**src/spiker_pkg.sv**
```systemverilog
`default_nettype none
//--------------------------------------------------------------------
// Spiking core package
// Sizes, Q8.8 fixed-point neuron constants, activity monitor
// constants and the types shared by the silence-first detector
//--------------------------------------------------------------------

package spiker_pkg;

    //----------------------------------------------------------------
    // Sizes
    //----------------------------------------------------------------
    localparam int NUM_INPUTS    = 16;                        // Input layer
    localparam int NUM_RECURRENT = 32;                        // Recurrent layer
    localparam int NUM_SYNAPSES  = NUM_INPUTS * NUM_RECURRENT; // One per pair
    localparam int WEIGHT_BITS   = 8;
    localparam int DATA_WIDTH    = 16;                        // Currents and potentials
    localparam int FRAC_BITS     = 8;                         // Q8.8

    localparam int ADDR_BITS   = $clog2(NUM_SYNAPSES);
    localparam int COUNT_BITS  = $clog2(NUM_RECURRENT) + 1;   // 0 to 32 inclusive
    localparam int REFRAC_BITS = 3;                           // Holds up to 7
    localparam int STAT_BITS   = 32;                          // Kernel ABI word

    //----------------------------------------------------------------
    // Types
    //----------------------------------------------------------------
    typedef logic signed [WEIGHT_BITS-1:0] weight_t;
    typedef logic signed [DATA_WIDTH-1:0]  current_t;
    typedef logic [ADDR_BITS-1:0]          syn_addr_t;        // in * 32 + neuron
    typedef logic [NUM_INPUTS-1:0]         in_spikes_t;
    typedef logic [NUM_RECURRENT-1:0]      out_spikes_t;
    typedef logic [COUNT_BITS-1:0]         spike_count_t;
    typedef logic [STAT_BITS-1:0]          stat_t;

    // One current per recurrent neuron
    typedef current_t current_vec_t [NUM_RECURRENT];

    //----------------------------------------------------------------
    // Neuron constants
    //----------------------------------------------------------------
    localparam current_t V_THRESHOLD = current_t'(64 << FRAC_BITS);      // 0x4000
    localparam current_t V_RESET     = current_t'(0);
    localparam current_t V_REST      = current_t'(16 << FRAC_BITS);      // 0x1000
    localparam current_t LEAK_RATE   = current_t'(1 << (FRAC_BITS - 1)); // 0x0080
    localparam current_t V_MAX       = current_t'((1 << (DATA_WIDTH - 1)) - 1);

    localparam logic [REFRAC_BITS-1:0] REFRACTORY_CYCLES = REFRAC_BITS'(5);

    // Small inhibitory default so normal input stays silent
    localparam weight_t W_INIT = weight_t'(-8);

    //----------------------------------------------------------------
    // Monitor constants
    //----------------------------------------------------------------
    localparam spike_count_t ALERT_THRESHOLD = spike_count_t'(5);
    localparam int           WINDOW_CYCLES   = 256;
    localparam int           WINDOW_BITS     = $clog2(WINDOW_CYCLES);

endpackage : spiker_pkg

`default_nettype wire

```
**src/lif_layer.sv**
```systemverilog
`timescale 1ns/1ps
`default_nettype none
//--------------------------------------------------------------------
// LIF neuron layer
// Leaky integrate-and-fire neurons with a refractory period, one
// spike vector per enabled cycle and its registered population count
//--------------------------------------------------------------------

module lif_layer
    import spiker_pkg::*;
(
    input  wire          clk,
    input  wire          rst_n,
    input  wire          enable,

    // From the synapse matrix
    input  current_vec_t currents,
    input  wire          current_valid,

    // Spikes and their count
    output out_spikes_t  output_spikes,
    output spike_count_t spike_count
);

    localparam int EXT_BITS = DATA_WIDTH + 2;    // Room for sum and difference

    //----------------------------------------------------------------
    // Neuron state
    //----------------------------------------------------------------
    current_t               v_mem   [NUM_RECURRENT];  // Membrane potentials
    logic [REFRAC_BITS-1:0] ref_cnt [NUM_RECURRENT];  // Refractory counters

    current_t               v_next   [NUM_RECURRENT];
    logic [REFRAC_BITS-1:0] ref_next [NUM_RECURRENT];
    out_spikes_t            spk_next;
    spike_count_t           cnt_next;

    //----------------------------------------------------------------
    // Next-state logic for every neuron
    //----------------------------------------------------------------
    always_comb begin
        logic signed [EXT_BITS-1:0] v_sum;
        current_t                   v_clamp;

        cnt_next = '0;
        for (int j = 0; j < NUM_RECURRENT; j++) begin
            v_sum = EXT_BITS'(v_mem[j]) - EXT_BITS'(LEAK_RATE);
            if (current_valid) begin
                v_sum = v_sum + EXT_BITS'(currents[j]);   // Integrate event
            end

            // Clamp to zero .. largest positive
            if (v_sum < 0) begin
                v_clamp = '0;
            end else if (v_sum > EXT_BITS'(V_MAX)) begin
                v_clamp = V_MAX;
            end else begin
                v_clamp = current_t'(v_sum);
            end

            if (ref_cnt[j] != '0) begin
                // Refractory, pinned at reset level
                v_next[j]   = V_RESET;
                ref_next[j] = ref_cnt[j] - 1'b1;
                spk_next[j] = 1'b0;
            end else if (v_clamp >= V_THRESHOLD) begin
                v_next[j]   = V_RESET;             // Fire
                ref_next[j] = REFRACTORY_CYCLES;
                spk_next[j] = 1'b1;
            end else begin
                v_next[j]   = v_clamp;
                ref_next[j] = '0;
                spk_next[j] = 1'b0;
            end

            cnt_next = cnt_next + spike_count_t'(spk_next[j]);   // Popcount
        end
    end

    //----------------------------------------------------------------
    // State and output registers
    //----------------------------------------------------------------
    always_ff @(posedge clk or negedge rst_n) begin
        if (!rst_n) begin
            for (int j = 0; j < NUM_RECURRENT; j++) begin
                v_mem[j]   <= V_REST;
                ref_cnt[j] <= '0;
            end
            output_spikes <= '0;
            spike_count   <= '0;
        end else if (enable) begin
            for (int j = 0; j < NUM_RECURRENT; j++) begin
                v_mem[j]   <= v_next[j];
                ref_cnt[j] <= ref_next[j];
            end
            output_spikes <= spk_next;   // Count lands on the same edge
            spike_count   <= cnt_next;
        end
    end

endmodule : lif_layer

`default_nettype wire

```
**config.mk**
```make
export PLATFORM = sky130hd
export DESIGN_NAME = lif_layer
export DESIGN_NICKNAME = d
export VERILOG_FILES = /design/src/spiker_pkg.sv /design/src/lif_layer.sv
export SDC_FILE = /design/constraint.sdc
export NUM_CORES = 2
export LEC_CHECK = 0
export BUFFER_PORTS_ARGS = -buffer_cell sky130_fd_sc_hd__buf_2
export CAP_MARGIN = 20
export CORE_MARGIN = 10
export CORE_UTILIZATION = 56
export DETAILED_ROUTE_END_ITERATION = 12
export PLACE_DENSITY_LB_ADDON = 0.08
export SETUP_SLACK_MARGIN = 0.1
export SYNTH_ARGS = -nofsm -noshare
export SYNTH_HDL_FRONTEND = slang
export SYNTH_SLANG_ARGS = --single-unit
export TNS_END_PERCENT = 50
```
**constraint.sdc**
```tcl
create_clock -name clk -period 7.63 [get_ports clk]
set_input_delay 2.289 -clock clk [delete_from_list [all_inputs] [get_ports clk]]
set_output_delay 2.289 -clock clk [all_outputs]
set_load 0.01 [all_outputs]
```
* After elaboration in Yosys (flattened, before gate mapping)
Cells that the tools add are included.
Storage, ports and cells: bits in registers 646, input port bits 516
Cells by class: $add $sub $neg 127, order comparisons 96, muxes and demuxes 288, reduce and logical (&&, ||, !) cells 32
Operators with widths (number):
- 16-bit 2-to-1 mux | 128
- 17-bit by 16-bit adder with 18-bit output | 32
- 18-bit by 16-bit greater-than comparator with 1-bit output, second input constant | 32
- 18-bit by 1-bit less-than comparator with 1-bit output, second input constant | 32
- 18-bit 2-to-1 mux | 32
- 16-bit by 9-bit subtractor with 17-bit output, second input constant | 32
- 16-bit >= comparator, second input constant | 32
- 3-bit 2-to-1 mux | 64
- 6-bit by 1-bit adder with 6-bit output | 26
- 3-bit nonzero test | 32
- 3-bit by 1-bit subtractor with 3-bit output, second input constant | 32
- 1-bit 2-to-1 mux | 64
- 5-bit by 1-bit adder with 6-bit output | 1
- 4-bit by 1-bit adder with 5-bit output | 1
- 3-bit by 1-bit adder with 4-bit output | 1
- 2-bit by 1-bit adder with 3-bit output | 1
- 1-bit by 1-bit adder with 2-bit output | 1

* Longest topological paths before layout
depth in word-level cells 40, gate-level depth with buffers 31

* Worst setup path after synthesis
Ideal clock, no wire load.
kind in2reg, start point input currents[128] (netlist name), end point register spike_count[4], arrival 8.718 ns, setup slack -1.212 ns, stages 25, buffers on the path 0, cells stage by stage ha_1 -> fa_1 -> a211oi_2 -> o21ai_1 -> a41oi_1 -> a21oi_1 -> or3_1 -> xor2_1 -> o41a_1 -> nand3_1 -> fa_1 -> fa_1 -> fa_1 -> fa_1 -> fa_1 -> inv_1 -> fa_1 -> ha_1 -> inv_1 -> fa_1 -> inv_1 -> a21o_1 -> a21oi_1 -> xnor2_1 -> mux2_2
On the way: cells in the longest elaborated chain, start to end 17, elaborated cells between the ends (all ways) 18
RTL lines:
- from (decl) | line lif_layer.sv:17 | input current_vec_t currents,
- 17-bit by 16-bit adder with 18-bit output (*) | line lif_layer.sv:49 | v_sum = v_sum + EXT_BITS'(currents[j]);
- 18-bit 2-to-1 mux (*) | line lif_layer.sv:48 | if (current_valid) begin
- 18-bit by 16-bit greater-than comparator with 1-bit output | line lif_layer.sv:55 | end else if (v_sum > EXT_BITS'(V_MAX)) begin
- 16-bit 2-to-1 mux | line lif_layer.sv:55
- 16-bit 2-to-1 mux (*) | line lif_layer.sv:53 | if (v_sum < 0) begin
- 16-bit >= comparator (*) | line lif_layer.sv:66 | end else if (v_clamp >= V_THRESHOLD) begin
- 1-bit 2-to-1 mux (*) | line lif_layer.sv:66
- 1-bit 2-to-1 mux (*) | line lif_layer.sv:61 | if (ref_cnt[j] != '0) begin
- 6-bit by 1-bit adder with 6-bit output (*) (9 in series) | line lif_layer.sv:76 | cnt_next = cnt_next + spike_count_t'(spk_next[j]);
- to (signal assigned) | line lif_layer.sv:97 | spike_count <= cnt_next;
- to (decl) | line lif_layer.sv:22 | output spike_count_t spike_count
Every way passes the cells marked *; elsewhere a longest branch is shown, timed or not. A chain may end at the register's enable or synchronous reset.

* Final worst setup path
start point input currents[289] (netlist name), end point register spike_count[2]
On the way: cells in the longest elaborated chain, start to end 27, elaborated cells between the ends (all ways) 28
RTL lines:
- 17-bit by 16-bit adder with 18-bit output (*) | line lif_layer.sv:49
- 18-bit 2-to-1 mux (*) | line lif_layer.sv:48
- 18-bit by 16-bit greater-than comparator with 1-bit output | line lif_layer.sv:55
- 16-bit 2-to-1 mux | line lif_layer.sv:55
- 16-bit 2-to-1 mux (*) | line lif_layer.sv:53
- 16-bit >= comparator (*) | line lif_layer.sv:66
- 1-bit 2-to-1 mux (*) | line lif_layer.sv:66
- 1-bit 2-to-1 mux (*) | line lif_layer.sv:61
- via spk_next[13] | line lif_layer.sv:35 | out_spikes_t spk_next;
- 6-bit by 1-bit adder with 6-bit output (*) (19 in series) | line lif_layer.sv:76
Mark *: on every way through the listed nets, which the timed path passes. The rest lies on a longest branch.

==> run metrics <==
Crit Path Max Fanout 4; WP data arrival 8.77 ns; vias per cell 5.99; clock tree buffer depth 3; pin count of the biggest net entering global routing 137; Final WS setup -0.610 ns; Die H 348 µm; CTS buffer count 82; Post-DP HPWL 150,000 µm; vias in the first global route 60,625; P&R area growth vs syn 26.1%; r2r startpoint v_mem[234]; FMAX 0.121 GHz; Max-slew headroom 20.6%; Most Crowded Layer GR met2; synthesized cell area 60,400 µm²; #FFs+latches synth 646; M2 GR Usage 49.9%; Syn. warnings 0; reg2reg end spike_count[2]; GR Layer Usage met1 39.1%; fin cells 10,258; Pwr Density 239 nW/µm²; Final Hold Vio Count 0; period utilization 108%; Root Buffer clkbuf_16; failing checks setup timing; Routed wire per std cell 19.0 µm; sequential area share after synthesis 26.8%; Worst-Margin Slew 1.19 ns; CTS tree done; hold path depth 2; die area 121,000 µm²; total power 18.2 mW; R2R depth 27; RePlAce Congestion 0.942; Ports 554; crit path kind input pin to flip-flop; Post-Route WL 195,000 µm; Leakage 36.5 nW; clk_skew 0.0229 ns; asr flop ratio synth 100%; first-pass GRT wire length 310,000 µm; DIE WIDTH 348 µm; worst path required time 8.16 ns; Slew Limit Fails 0; Starting Density 56.4%; GRT Residual Overflow 0; Site Rows 120; Residual DRC 0; Syn Nets 8,413; area leader, netlist dfrtp_1; status finished, violations left; # H-tree levels 3; Max Cap Viol 0; worst hold path endpoint v_mem[208]; final setup violation count 7; most frequent cell after synthesis nor2_1; Sink Count 646; DRT iter0 DRCs 3,943; drt first pass iters 6; Clock Pin Slew Worst Setup and Hold Paths 0.06 ns; Synth area leaders dfrtp_1 25%, ha_1 13%, xnor2_1 5.3%; RSZ-0062 raised after global routing yes; Synth Flop Type dfrtp_1; Syn Area/Cell 8.36 µm²; ratio of cells with drive above 1 in the final layout 23.8%; Post-synth EDFFs 0; PortBufs 553; top-area cell type share of the netlist area 25.4%; Cells after DPL 10,005; Final ANT Viol Nets 0; core area 107,000 µm²; Commonest cells post-synth 670 x nor2_1, 615 x ha_1, 614 x dfrtp_1; Crit. End Element flip-flop; Final nets 9,929; Synth cell types 111; Mapped Cells 7,226; min-delay src v_mem[208]; R2R setup slack 0.05 ns; Worst Setup Start Kind input pin; Total GRT Usage 30.7%; Period minus WS final 8.24 ns; Hold Crit Class flip-flop to flip-flop; Clock Latency Late Sink 0.66 ns; M3 GR Usage 6.14%; via count 61,399; Peak VDD IR 222 µV; initial antenna violation count 68
-- stage by stage --
step                TNS [ns]  instance area (µm²)  setup slack, ns  utilization (%)  hold slack (ns)
floorplan              -3.83                60500           -0.952                -            0.443
global placement       -7.32                72200            -1.52             67.5            0.454
detailed placement     -7.96                72200            -1.67             67.5            0.469
CTS                    -2.17                75900           -0.558             70.9            0.482
global route           -4.54                76100           -0.866             71.1            0.500
finish                 -2.94                76200           -0.610             71.2            0.481
-- how the worst max path moves through the flow --
stage                        startpoint        endpoint  slack (ns)  cells after the start
final                     currents[289]  spike_count[2]       -0.61                     26
after global routing      currents[289]  spike_count[4]       -0.87                     27
after CTS                 currents[448]  spike_count[4]       -0.56                     29
after detailed placement  currents[496]  spike_count[4]       -1.67                     26
after global placement    currents[496]  spike_count[4]       -1.52                     26
after floorplan           currents[288]  spike_count[4]       -0.95                     26
-- report_power, final --
| group | total [mW] | switching, mW | internal [mW] | leakage [nW] |
|---|---|---|---|---|
| clock | 4.23 | 1.67 | 2.56 | 1.41 |
| combinational | 9.68 | 5.24 | 4.44 | 26.5 |
| sequential | 4.29 | 0.385 | 3.91 | 8.59 |
| total | 18.2 | 7.30 | 10.9 | 36.5 |
-- flip-flops by register name, indices dropped and copies added (netlist names) --
signal,flops
ref_cnt,96
v_mem,512
output_spikes,32
spike_count,6
-- area by class of cell --
class	instances	area, µm²
Timing Repair Buffer	1680	11400
Fill cell	8748	30900
Multi-Input combinational cell	6005	42500
Tap cell	1403	1760
Antenna cell	45	113
Sequential cell	646	16200
Clock buffer	109	2360
Inverter	327	1240
Clock inverter	43	557
-- repair_timing --
action,4_1_cts,5_1_grt
hold buffers,0,0
endpoints found under the setup margin,6,8
resized for setup,86,42
hold endpoints to repair,0,0
setup buffers,52,5
pin swaps,65,31
-- routing by layer --
layer | routed length [µm] | share of wire, %
met5 | 238 | 0.12
met4 | 8430 | 4.3
met3 | 13800 | 7.1
met2 | 88700 | 45
met1 | 83800 | 43
-- placed cells by master (no fill, tap or decap), drive strengths merged, types with 57 or more instances in the layout --
master / netlist / routed
a21o: 183 / 183
ha: 615 / 615
xor2: 225 / 225
nand2: 596 / 596
dfrtp: 614 / 614
o2bb2ai: 88 / 88
nor2b: 109 / 109
a211oi: 180 / 180
a22o: 78 / 78
xnor2: 368 / 368
inv: 327 / 334
nand3: 154 / 154
o21a: 82 / 82
buf: 65 / 1680
nor3: 181 / 181
clkbuf: 183 / 109
o211ai: 71 / 71
nand2b: 93 / 93
a31oi: 81 / 81
o21ai: 545 / 545
or3: 63 / 63
o22ai: 66 / 66
o21bai: 66 / 66
a21oi: 545 / 545
nand4: 57 / 57
nor2: 671 / 671
-- logic make-up (layout without fill, tap and decap cells) --
logic type                 Yosys count  after routing  synth area share [%]
muxes                               69             69                  1.21
buffers and inverters              575           2159                  3.76
xor gates and xnor gates           593            593                  8.60
and+or+nand+nor                   2189           2189                  17.2
other                                0             45                     0
AOI/OAI and AO/OA                 2483           2483                  27.9
adders and majority gates          671            671                  14.6
DFF                                646            646                  26.8
-- critical path, stage by stage --
cell and delay (ns):
buf_2 0.12, ha_1 0.31, a211oi_1 0.37, o21ai_0 0.19, a21boi_0 0.26, o21ai_0 0.15
a21oi_1 0.22, xnor2_1 0.12, nor3_2 0.19, a211oi_2 0.05, buf_4 0.15, fa_1 0.56
inv_2 0.07, fa_2 0.58, fa_2 0.45, fa_1 0.46, fa_1 0.50, inv_1 0.05
fa_1 0.53, ha_4 0.15, inv_2 0.03, fa_2 0.34, buf_4 0.15, buf_6 0.10
xnor2_1 0.10, mux2_2 0.25
Note: power is estimated with default switching activity, not from simulation.
