**src/spiker_pkg.sv**
```systemverilog
`default_nettype none
//--------------------------------------------------------------------
// Spiking core package
// Sizes, Q8.8 fixed-point neuron constants, activity monitor
// constants and the types shared by the silence-first detector
//--------------------------------------------------------------------

package spiker_pkg;

    //----------------------------------------------------------------
    // Sizes
    //----------------------------------------------------------------
    localparam int NUM_INPUTS    = 16;                        // Input layer
    localparam int NUM_RECURRENT = 32;                        // Recurrent layer
    localparam int NUM_SYNAPSES  = NUM_INPUTS * NUM_RECURRENT; // One per pair
    localparam int WEIGHT_BITS   = 8;
    localparam int DATA_WIDTH    = 16;                        // Currents and potentials
    localparam int FRAC_BITS     = 8;                         // Q8.8

    localparam int ADDR_BITS   = $clog2(NUM_SYNAPSES);
    localparam int COUNT_BITS  = $clog2(NUM_RECURRENT) + 1;   // 0 to 32 inclusive
    localparam int REFRAC_BITS = 3;                           // Holds up to 7
    localparam int STAT_BITS   = 32;                          // Kernel ABI word

    //----------------------------------------------------------------
    // Types
    //----------------------------------------------------------------
    typedef logic signed [WEIGHT_BITS-1:0] weight_t;
    typedef logic signed [DATA_WIDTH-1:0]  current_t;
    typedef logic [ADDR_BITS-1:0]          syn_addr_t;        // in * 32 + neuron
    typedef logic [NUM_INPUTS-1:0]         in_spikes_t;
    typedef logic [NUM_RECURRENT-1:0]      out_spikes_t;
    typedef logic [COUNT_BITS-1:0]         spike_count_t;
    typedef logic [STAT_BITS-1:0]          stat_t;

    // One current per recurrent neuron
    typedef current_t current_vec_t [NUM_RECURRENT];

    //----------------------------------------------------------------
    // Neuron constants
    //----------------------------------------------------------------
    localparam current_t V_THRESHOLD = current_t'(64 << FRAC_BITS);      // 0x4000
    localparam current_t V_RESET     = current_t'(0);
    localparam current_t V_REST      = current_t'(16 << FRAC_BITS);      // 0x1000
    localparam current_t LEAK_RATE   = current_t'(1 << (FRAC_BITS - 1)); // 0x0080
    localparam current_t V_MAX       = current_t'((1 << (DATA_WIDTH - 1)) - 1);

    localparam logic [REFRAC_BITS-1:0] REFRACTORY_CYCLES = REFRAC_BITS'(5);

    // Small inhibitory default so normal input stays silent
    localparam weight_t W_INIT = weight_t'(-8);

    //----------------------------------------------------------------
    // Monitor constants
    //----------------------------------------------------------------
    localparam spike_count_t ALERT_THRESHOLD = spike_count_t'(5);
    localparam int           WINDOW_CYCLES   = 256;
    localparam int           WINDOW_BITS     = $clog2(WINDOW_CYCLES);

endpackage : spiker_pkg

`default_nettype wire

```
**src/activity_monitor.sv**
```systemverilog
`timescale 1ns/1ps
`default_nettype none
//--------------------------------------------------------------------
// Activity monitor
// Turns the population spike count into the per-cycle alert, the
// windowed pain level, the lifetime total and the silence flag
//--------------------------------------------------------------------

module activity_monitor
    import spiker_pkg::*;
(
    input  wire          clk,
    input  wire          rst_n,
    input  wire          enable,

    input  spike_count_t spike_count,

    output logic         alert,
    output stat_t        pain_level,
    output stat_t        total_spikes_lifetime,
    output logic         vacuum_state
);

    localparam logic [WINDOW_BITS-1:0] WINDOW_LAST = WINDOW_BITS'(WINDOW_CYCLES - 1);

    logic [WINDOW_BITS-1:0] window_cnt;    // Position inside the window
    stat_t                  window_sum;    // Running sum of this window
    stat_t                  prev_sum;      // Sum of the last full window
    stat_t                  count_ext;

    assign count_ext = stat_t'(spike_count);

    //----------------------------------------------------------------
    // Alert and lifetime total
    //----------------------------------------------------------------
    always_ff @(posedge clk or negedge rst_n) begin
        if (!rst_n) begin
            alert                 <= 1'b0;
            total_spikes_lifetime <= '0;
        end else if (enable) begin
            alert                 <= (spike_count >= ALERT_THRESHOLD);
            total_spikes_lifetime <= total_spikes_lifetime + count_ext;
        end
    end

    //----------------------------------------------------------------
    // Integration window
    //----------------------------------------------------------------
    always_ff @(posedge clk or negedge rst_n) begin
        if (!rst_n) begin
            window_cnt <= '0;
            window_sum <= '0;
            prev_sum   <= '0;
            pain_level <= '0;
        end else if (enable) begin
            window_cnt <= window_cnt + 1'b1;   // Wraps at 256
            if (window_cnt == WINDOW_LAST) begin
                // Close the window, last cycle's count is not included
                pain_level <= window_sum;
                prev_sum   <= window_sum;
                window_sum <= '0;
            end else begin
                window_sum <= window_sum + count_ext;
            end
        end
    end

    // Silent when this window and the previous one saw no spikes
    assign vacuum_state = (window_sum == '0) && (prev_sum == '0);

endmodule : activity_monitor

`default_nettype wire

```
**config.mk**
```make
export PLATFORM = sky130hd
export DESIGN_NAME = activity_monitor
export DESIGN_NICKNAME = d
export VERILOG_FILES = /design/src/spiker_pkg.sv /design/src/activity_monitor.sv
export SDC_FILE = /design/constraint.sdc
export NUM_CORES = 1
export LEC_CHECK = 0
export BUFFER_PORTS_ARGS = -buffer_cell sky130_fd_sc_hd__buf_4
export CAP_MARGIN = 20
export CORE_MARGIN = 2
export CORE_UTILIZATION = 57
export DETAILED_ROUTE_END_ITERATION = 10
export GPL_ROUTABILITY_DRIVEN = 0
export PLACE_DENSITY = 0.8
export REMOVE_ABC_BUFFERS = 1
export SYNTH_ARGS = -nofsm -noshare
export SYNTH_HDL_FRONTEND = slang
export SYNTH_SLANG_ARGS = --single-unit
```
**constraint.sdc**
```tcl
create_clock -name clk -period 2.9 [get_ports clk]
set_clock_uncertainty 0.05 [all_clocks]
set_input_delay 0.58 -clock clk [delete_from_list [all_inputs] [get_ports clk]]
set_output_delay 0.58 -clock clk [all_outputs]
set_load 0.01 [all_outputs]
```
== Word-level counts from Yosys, hierarchy flattened ==
Index checks and enable logic that the tools add are counted.
Operators by class
  $add $sub $neg: 3
  equal/unequal tests: 1
  shift operators: 0
  reductions and logical operators: 4
  mux-type cells: 1
  bitwise operators: 0
  div/mod/pow operators: 0
  multipliers: 0
  $lt $le $gt $ge: 1
Operators by type and width (number)
  32-bit by 6-bit adder with 32-bit output: 2
  32-bit logical NOT: 2
  32-bit two-way mux: 1
  8-bit by 1-bit adder with 8-bit output, second input constant: 1
  8-bit == test, second input constant: 1
  6-bit by 3-bit >= comparator with 1-bit output, second input constant: 1
  2-bit AND reduction: 1
  1-bit logical AND: 1
Word-level totals
  latch bits: 0
  bits in writable memories: 0
  logic and storage cells: 15
  bits in read-only memories: 0
  input port bits: 9
  register bits: 105
  output and inout port bits: 66
  memories: 0

== Longest topological paths before layout ==
Gate-level depths: netlist of run 1.
  depth in word-level cells: 2
  mapped depth: 9
  gate-level depth less buffers: 8

== Worst setup path after synthesis of run 1 ==
No wires, ideal clock.
  kind: input -> register
  start point: in spike_count[0]
  end point: reg total_spikes_lifetime[24]
  arrival time: 2151 ps
  stages on the path: 9
  required time: 2724 ps
  setup time: 126 ps
  setup slack: 573 ps
  cells stage by stage: ha_1 > inv_1 > fa_1 > nor2b_1 > o31a_1 > o311a_1 > clkbuf_1 > nand4_1 > xnor2_1
On the way
  cells in the longest elaborated chain, start to end: 1
Ends and longest elaborated chain
  start: declaration: RTL line activity_monitor.sv:16  | input spike_count_t spike_count,
  32-bit by 6-bit adder with 32-bit output: RTL line activity_monitor.sv:42  | total_spikes_lifetime <= total_spikes_lifetime + count_ext;
  end signal: assignment: RTL line activity_monitor.sv:42
  end: declaration: RTL line activity_monitor.sv:20  | output stat_t total_spikes_lifetime,
Every way passes these cells.
A chain may end at the register's enable or synchronous reset.

== Final worst setup path of run 1 ==
  start point: reg window_sum[10]
  end point: out vacuum_state
On the way
  cells in the longest elaborated chain, start to end: 2
Ends and longest elaborated chain
  start: declaration: RTL line activity_monitor.sv:27  | stat_t window_sum;
  start signal: assignment: RTL line activity_monitor.sv:63  | window_sum <= window_sum + count_ext;
  32-bit logical NOT: RTL line activity_monitor.sv:69  | assign vacuum_state = (window_sum == '0) && (prev_sum == '0);
  1-bit logical AND: RTL line activity_monitor.sv:69
  end: declaration: RTL line activity_monitor.sv:21  | output logic vacuum_state
Every way passes these cells.

==> key figures, run 1 <==
Run status
  • Status: finished clean

Cells and area
  • Fin nets: 549
  • P&R area growth vs syn: 17.4%
  • Final instance area: 0.00603 mm^2
  • ANT cells: 0
  • Share of cells above drive strength 1: 26.8%

Synth
  • Post-synth EDFFs: 0
  • Asr flop ratio synth: 100%
  • Synthesized flop and latch total: 105
  • Yosys Warn Count: 0
  • Area share of the largest cell type after synthesis: 51.1%
  • Syn Inst Count: 450
  • Most frequent cell after synthesis: dfrtp_1
  • Commonest cells in the netlist: 105 x dfrtp_1, 37 x mux2_2, 34 x xnor2_1
  • Unique masters post-synth: 54
  • Post-synthesis sequential area ratio: 51.1%
  • Avg Inst Size Synth: 11.4 um^2
  • Leading area contributor after synthesis: dfrtp_1
  • Post-Synthesis Cell Area: 0.00514 mm^2
  • Ys flop type: dfrtp_1
  • Area contributors post-synth: dfrtp_1 51%, mux2_2 8.1%, xnor2_1 5.8%

Global route
  • Largest net degree at the start of global routing: 58
  • Initial antenna violation count: 0
  • Vias in the first global route: 3716
  • First-pass GRT wire length: 18.5 mm
  • GRT Total Usage: 23.6%
  • Grt ovf: 0

Place
  • Detailed Place HPWL: 7.86 mm
  • Cell Area, Placed: 0.00583 mm^2
  • Port Buffer Count: 74

Critical path
  • CP required: 2270 ps
  • Bufs and invs on worst path: 1
  • CP Launch Type: flop
  • Family with the most delay on the worst path: simple AND/OR/NAND/NOR gates
  • Most frequent CP cell: nor4_1
  • Crit path kind: reg -> out
  • Critical path destination: vacuum_state
  • Reg-to-Reg Start: window_sum[0]
  • Crit path max fanout: 4
  • Reg2reg end: window_sum[26]
  • Critical Path AT: 1870 ps
  • Crit path launch: window_sum[10]
  • R2r setup slk: 410 ps
  • Crit end category: output port
  • Slowest Stage Delay on Critical Path: 460 ps
  • Crit path cell chain: nor4_1 > nand4_1 > nor4_1 > buf_4
  • R2R depth: 8
  • Slowest CP cell: dfrtp_1
  • Levels on crit path: 4

Clock tree
  • Clock buffer count from CTS: 9
  • Worst-skew pair later-pin latency: 370 ps
  • Max Buffers Root-to-Sink: 2
  • Num Clock Sinks: 105
  • Hold-fix buffers, CTS: 0
  • # H-tree levels: 3
  • Root Driver: clkbuf_8
  • Clk slew on worst S/H paths: 110 ps
  • CTS resizes: 0
  • CTS tree: yes
  • Post-CTS setup repair buffer count: 0

Floorplan
  • Row cnt: 34
  • Die Height: 99.0 um
  • Core box area: 0.00872 mm^2
  • Die ar.: 0.00980 mm^2
  • Starting density of the core: 59.0%
  • Io pins: 75
  • Die X: 99.0 um

Run
  • MaxCap Viol Count: 0

Route
  • Iteration-0 DRC Markers: 233
  • Drt drc: 0
  • Routed wire length: 10.9 mm
  • Via count: 3785
  • DR pass1 iterations: 4
  • Antenna Nets Post-Route: 0
  • Via density: 5.93
  • Routed WL per cell: 17.1 um

Timing
  • Final Slew Violations: 0
  • Least-Margin Pin Slew: 790 ps
  • Period utilization: 86.1%
  • Final hold violation count: 0
  • RSZ-0062 raised after global routing: no
  • Final setup viols: 0
  • Peak Freq: 401 MHz
  • Min cycle time layout: 2500 ps
  • Worst slew margin: 46.8%

Pwr
  • Pwr Density: 664 mW/mm^2
  • Maximum vdd ir drop: 512 uV
  • Total Power: 4.01 mW
  • Leakage power: 2.85 nW

Hold path
  • Hold Crit Class: in -> async
## report_power, final
group | switching (mW) | total (mW) | internal [mW] | leakage (nW)
clock | 0.522 | 0.956 | 0.434 | 0.108
sequential | 0.265 | 1.93 | 1.66 | 1.40
combinational | 0.600 | 1.13 | 0.526 | 1.34
total | 1.39 | 4.01 | 2.62 | 2.85
## worst min path at each step
stage                              startpoint                         to  slack (ps)  cells past startpoint
finish                                  rst_n   total_spikes_lifetime[9]         170                      1
global route                            rst_n   total_spikes_lifetime[9]         210                      1
CTS                                     rst_n   total_spikes_lifetime[9]         190                      1
detailed placement  total_spikes_lifetime[31]  total_spikes_lifetime[31]         420                      1
global placement                window_cnt[7]              window_cnt[7]         410                      1
floorplan                               rst_n                      alert         230                      0
## sequential cells by signal, summed over array words and instances, names as in the netlist
register	cells
pain_level	32
total_spikes_lifetime	32
window_sum	32
window_cnt	8
alert	1
## layout make-up
cell class,instances,area (um^2)
clock buffers,10,138
clock inverters,6,70.1
fillers,649,2690
inverters,12,58.8
multi-input cells,319,2390
flip-flops and latches,105,2630
well taps,108,135
repair buffers,78,611
## placed cells by master, fill, tap and decap left out, drive strengths merged, types with 2 or more instances in the layout
master	synthesis	final
dfrtp	105	105
buf	11	78
mux2	37	37
xnor2	34	34
nor2	34	34
xor2	23	23
nand4	20	20
nor4	18	18
nand2	18	18
nand3	17	17
o21ai	16	16
inv	10	14
ha	13	13
a21oi	13	13
clkbuf	3	10
o211ai	8	8
or3	8	8
a211oi	8	8
and3	6	6
o2111ai	6	6
o2bb2ai	5	5
o21a	4	4
and4	4	4
nor3	4	4
nor2b	3	3
and2	2	2
a21o	2	2
fa	2	2
bufinv	1	2
or2	2	2
clkinv	1	2
## per-stage QoR
step / util [%] / worst slack (ps) / TNS [ps] / instances / hold slack, ps
6_report: 69.2 / 404 / 0 / 638 / 166
5_1_grt: 69.2 / 223 / 0 / 638 / 211
4_1_cts: 69.2 / 343 / 0 / 638 / 188
3_5_place_dp: 66.8 / 235 / 0 / 622 / 421
3_3_place_gp: 66.8 / 370 / 0 / 622 / 409
2_1_floorplan: - / -629 / -28800 / 436 / 234
## cell families (layout without fill, tap and decap cells)
| group | after synthesis | after routing | share of synthesized area [%] |
|---|---|---|---|
| buffers and inverters | 26 | 106 | 2.46 |
| adder cells (fa/ha/maj) | 15 | 15 | 3.94 |
| multiplexers | 38 | 38 | 8.30 |
| AO/OA/AOI/OAI | 73 | 73 | 10.2 |
| XOR/XNOR | 57 | 57 | 9.71 |
| flip-flops | 105 | 105 | 51.1 |
| AND/OR/NAND/NOR | 136 | 136 | 14.2 |
## per-layer routing
layer	part of all wire [%]	track usage [%]	wire [um]
met1	45	32.1	4880
met2	50	38.5	5440
met3	3.8	5.74	411
met4	1.6	5.90	170
met5	0	0	0
No activity file was read; power rests on OpenSTA's default activity.
==> inputs of run 2 (changes only) <==
- CORE_UTILIZATION: 57 -> 50
- PLACE_DENSITY: 0.8 -> 0.71
- clock period: 2.9 -> 2.8 ns (I/O delays scaled with it)
==> key figures, run 2 (synthesis results as in run 1) <==
Timing
  • Min cycle time layout: 2550 ps
  • Least-Margin Pin Slew: 738 ps (was 790 ps)
  • TNS Setup: 0 ps (unchanged)
  • Period utilization: 91.1%
  • RSZ-0062 raised after global routing: no (unchanged)
  • Final Slew Violations: 0 (unchanged)
  • Final setup viols: 0 (unchanged)
  • WHS: 147 ps (was 166 ps)
  • Final hold violation count: 0 (unchanged)
  • Peak Freq: 392 MHz
  • Worst slew margin: 50.3% (was 46.8%)

Place
  • Cell Area, Placed: 0.00588 mm^2 (was 0.00583 mm^2)
  • Port Buffer Count: 74 (unchanged)
  • Detailed Place HPWL: 7.89 mm (was 7.86 mm)

Pwr
  • Maximum vdd ir drop: 495 uV (was 512 uV)
  • Leakage power: 2.86 nW (was 2.85 nW)
  • Pwr Density: 677 mW/mm^2 (was 664 mW/mm^2)
  • Total Power: 4.12 mW (was 4.01 mW)

Floorplan
  • Die ar.: 0.0111 mm^2 (was 0.00980 mm^2)
  • Die Height: 105 um (was 99.0 um)
  • Core box area: 0.0101 mm^2 (was 0.00872 mm^2)
  • Die X: 105 um (was 99.0 um)
  • Row cnt: 37 (was 34)
  • Io pins: 75 (unchanged)
  • Starting density of the core: 50.7% (was 59.0%)

Global route
  • Largest net degree at the start of global routing: 58 (unchanged)
  • Initial antenna violation count: 0 (unchanged)
  • Grt ovf: 0 (unchanged)
  • Vias in the first global route: 3732 (was 3716)
  • GRT Total Usage: 20.6% (was 23.6%)
  • First-pass GRT wire length: 18.5 mm (about the same)

Clock tree
  • CTS tree: yes (unchanged)
  • CTS resizes: 0 (unchanged)
  • Num Clock Sinks: 105 (unchanged)
  • Root Driver: clkbuf_8 (unchanged)
  • Clock buffer count from CTS: 9 (unchanged)
  • Worst-skew pair later-pin latency: 360 ps (was 370 ps)
  • Hold-fix buffers, CTS: 0 (unchanged)
  • Max Buffers Root-to-Sink: 2 (unchanged)
  • Post-CTS setup repair buffer count: 0 (unchanged)
  • Clk slew on worst S/H paths: 100 ps (was 110 ps)
  • # H-tree levels: 3 (unchanged)

Critical path
  • CP required: 2190 ps (was 2270 ps)
  • Most frequent CP cell: nor4_1 (unchanged)
  • Family with the most delay on the worst path: simple AND/OR/NAND/NOR gates (unchanged)
  • Crit path max fanout: 3 (was 4)
  • Slowest CP cell: nor4_1 (was dfrtp_1)
  • R2r setup slk: 320 ps (was 410 ps)
  • Critical Path AT: 1940 ps (was 1870 ps)
  • Reg-to-Reg Start: window_sum[0] (unchanged)
  • R2R depth: 8 (unchanged)
  • Crit end category: output port (unchanged)
  • Crit path kind: reg -> out (unchanged)
  • Reg2reg end: window_sum[28] (was window_sum[26])
  • Slowest Stage Delay on Critical Path: 440 ps (was 460 ps)
  • Crit path cell chain: nor4_1 > nand4_1 > nor4_1 > buf_4 (unchanged)
  • Levels on crit path: 4 (unchanged)
  • Bufs and invs on worst path: 1 (unchanged)
  • CP Launch Type: flop (unchanged)

Route
  • Routed WL per cell: 16.3 um (was 17.1 um)
  • DR pass1 iterations: 4 (unchanged)
  • Iteration-0 DRC Markers: 186 (was 233)
  • Antenna Nets Post-Route: 0 (unchanged)
  • Via density: 5.63 (was 5.93)
  • Via count: 3769 (was 3785)
  • Drt drc: 0 (unchanged)
  • Routed wire length: 10.9 mm (about the same)

Cells and area
  • Commonest non-fill, non-tap cell in the layout: dfrtp_1 (unchanged)
  • Post-layout util: 60.0% (was 69.2%)
  • Fill cell count: 863 (was 649)
  • P&R area growth vs syn: 18.3% (was 17.4%)
  • Most frequent cells in the layout: 105 x dfrtp_1, 79 x buf_4, 37 x mux2_2, 34 x xnor2_1, 32 x nor2_1 (was 105 x dfrtp_1, 76 x buf_4, 37 x mux2_2, 34 x xnor2_1, 32 x nor2_1)
  • Final instance area: 0.00608 mm^2 (was 0.00603 mm^2)
  • Top flop regs: pain_level: 32 flops, total_spikes_lifetime: 32 flops, window_sum: 32 flops (unchanged)
  • Fin nets: 552 (was 549)
  • ANT cells: 0 (unchanged)
  • Share of cells above drive strength 1: 26.8% (about the same)

Hold path
  • Hold Crit Class: in -> async (unchanged)

Run status
  • Status: finished clean (unchanged)

Run
  • MaxCap Viol Count: 0 (unchanged)
## run 2: cell count changes in the layout (fill, tap and decap cells not counted), sizes merged
cell | previous run | this run
clkbuf | 10 | 12
clkinvlp | 0 | 1
buf | 78 | 81
inv | 14 | 11
## run 2: final cells by class
type	instances	area [um^2]	share of cell area [%]
clock buffer	12	145	2.39
clock inverter	4	51.3	0.844
inverter	12	58.8	0.967
multi-input combinational	319	2390	39.4
sequential	105	2630	43.2
tap	136	170	2.80
timing repair buffer	81	633	10.4
## run 2: report_power, final
group          total (mW)  internal (mW)  switching [mW]
sequential           1.99           1.72           0.272
clock               0.944          0.441           0.502
combinational        1.18          0.558           0.621
total                4.12           2.72            1.40
## run 2: worst reg2reg max path, stage by stage (launching register included)
cell and delay [ps]:
dfrtp_1 480, ha_1 220, inv_1 60, fa_1 390, nor2b_1 230, o21ba_1 270, o2111ai_2 210, or3_1 360
a21oi_1 150
## run 2: how the worst max path moves through the flow
stage	startpoint	to	slack (ps)
global route	window_sum[0]	window_sum[28]	90
CTS	pain_level[0]	vacuum_state	250
floorplan	enable	pain_level[0]	-710
finish	pain_level[0]	vacuum_state	250
detailed placement	spike_count[0]	window_sum[28]	230
global placement	spike_count[0]	window_sum[30]	300
## run 2: metal layers
metal,wire [um],vias up,global-route usage (%)
met1,5010,1876,29.2
met4,116,0,5.81
met3,461,10,2.97
li1,-,1800,-
met2,5320,83,33.1
met5,0,-,0
## run 2: stage by stage
step	setup WS, ps	cells
2_1_floorplan	-709	436
3_3_place_gp	298	653
3_5_place_dp	228	653
4_1_cts	247	669
5_1_grt	86.9	669
6_report	250	669
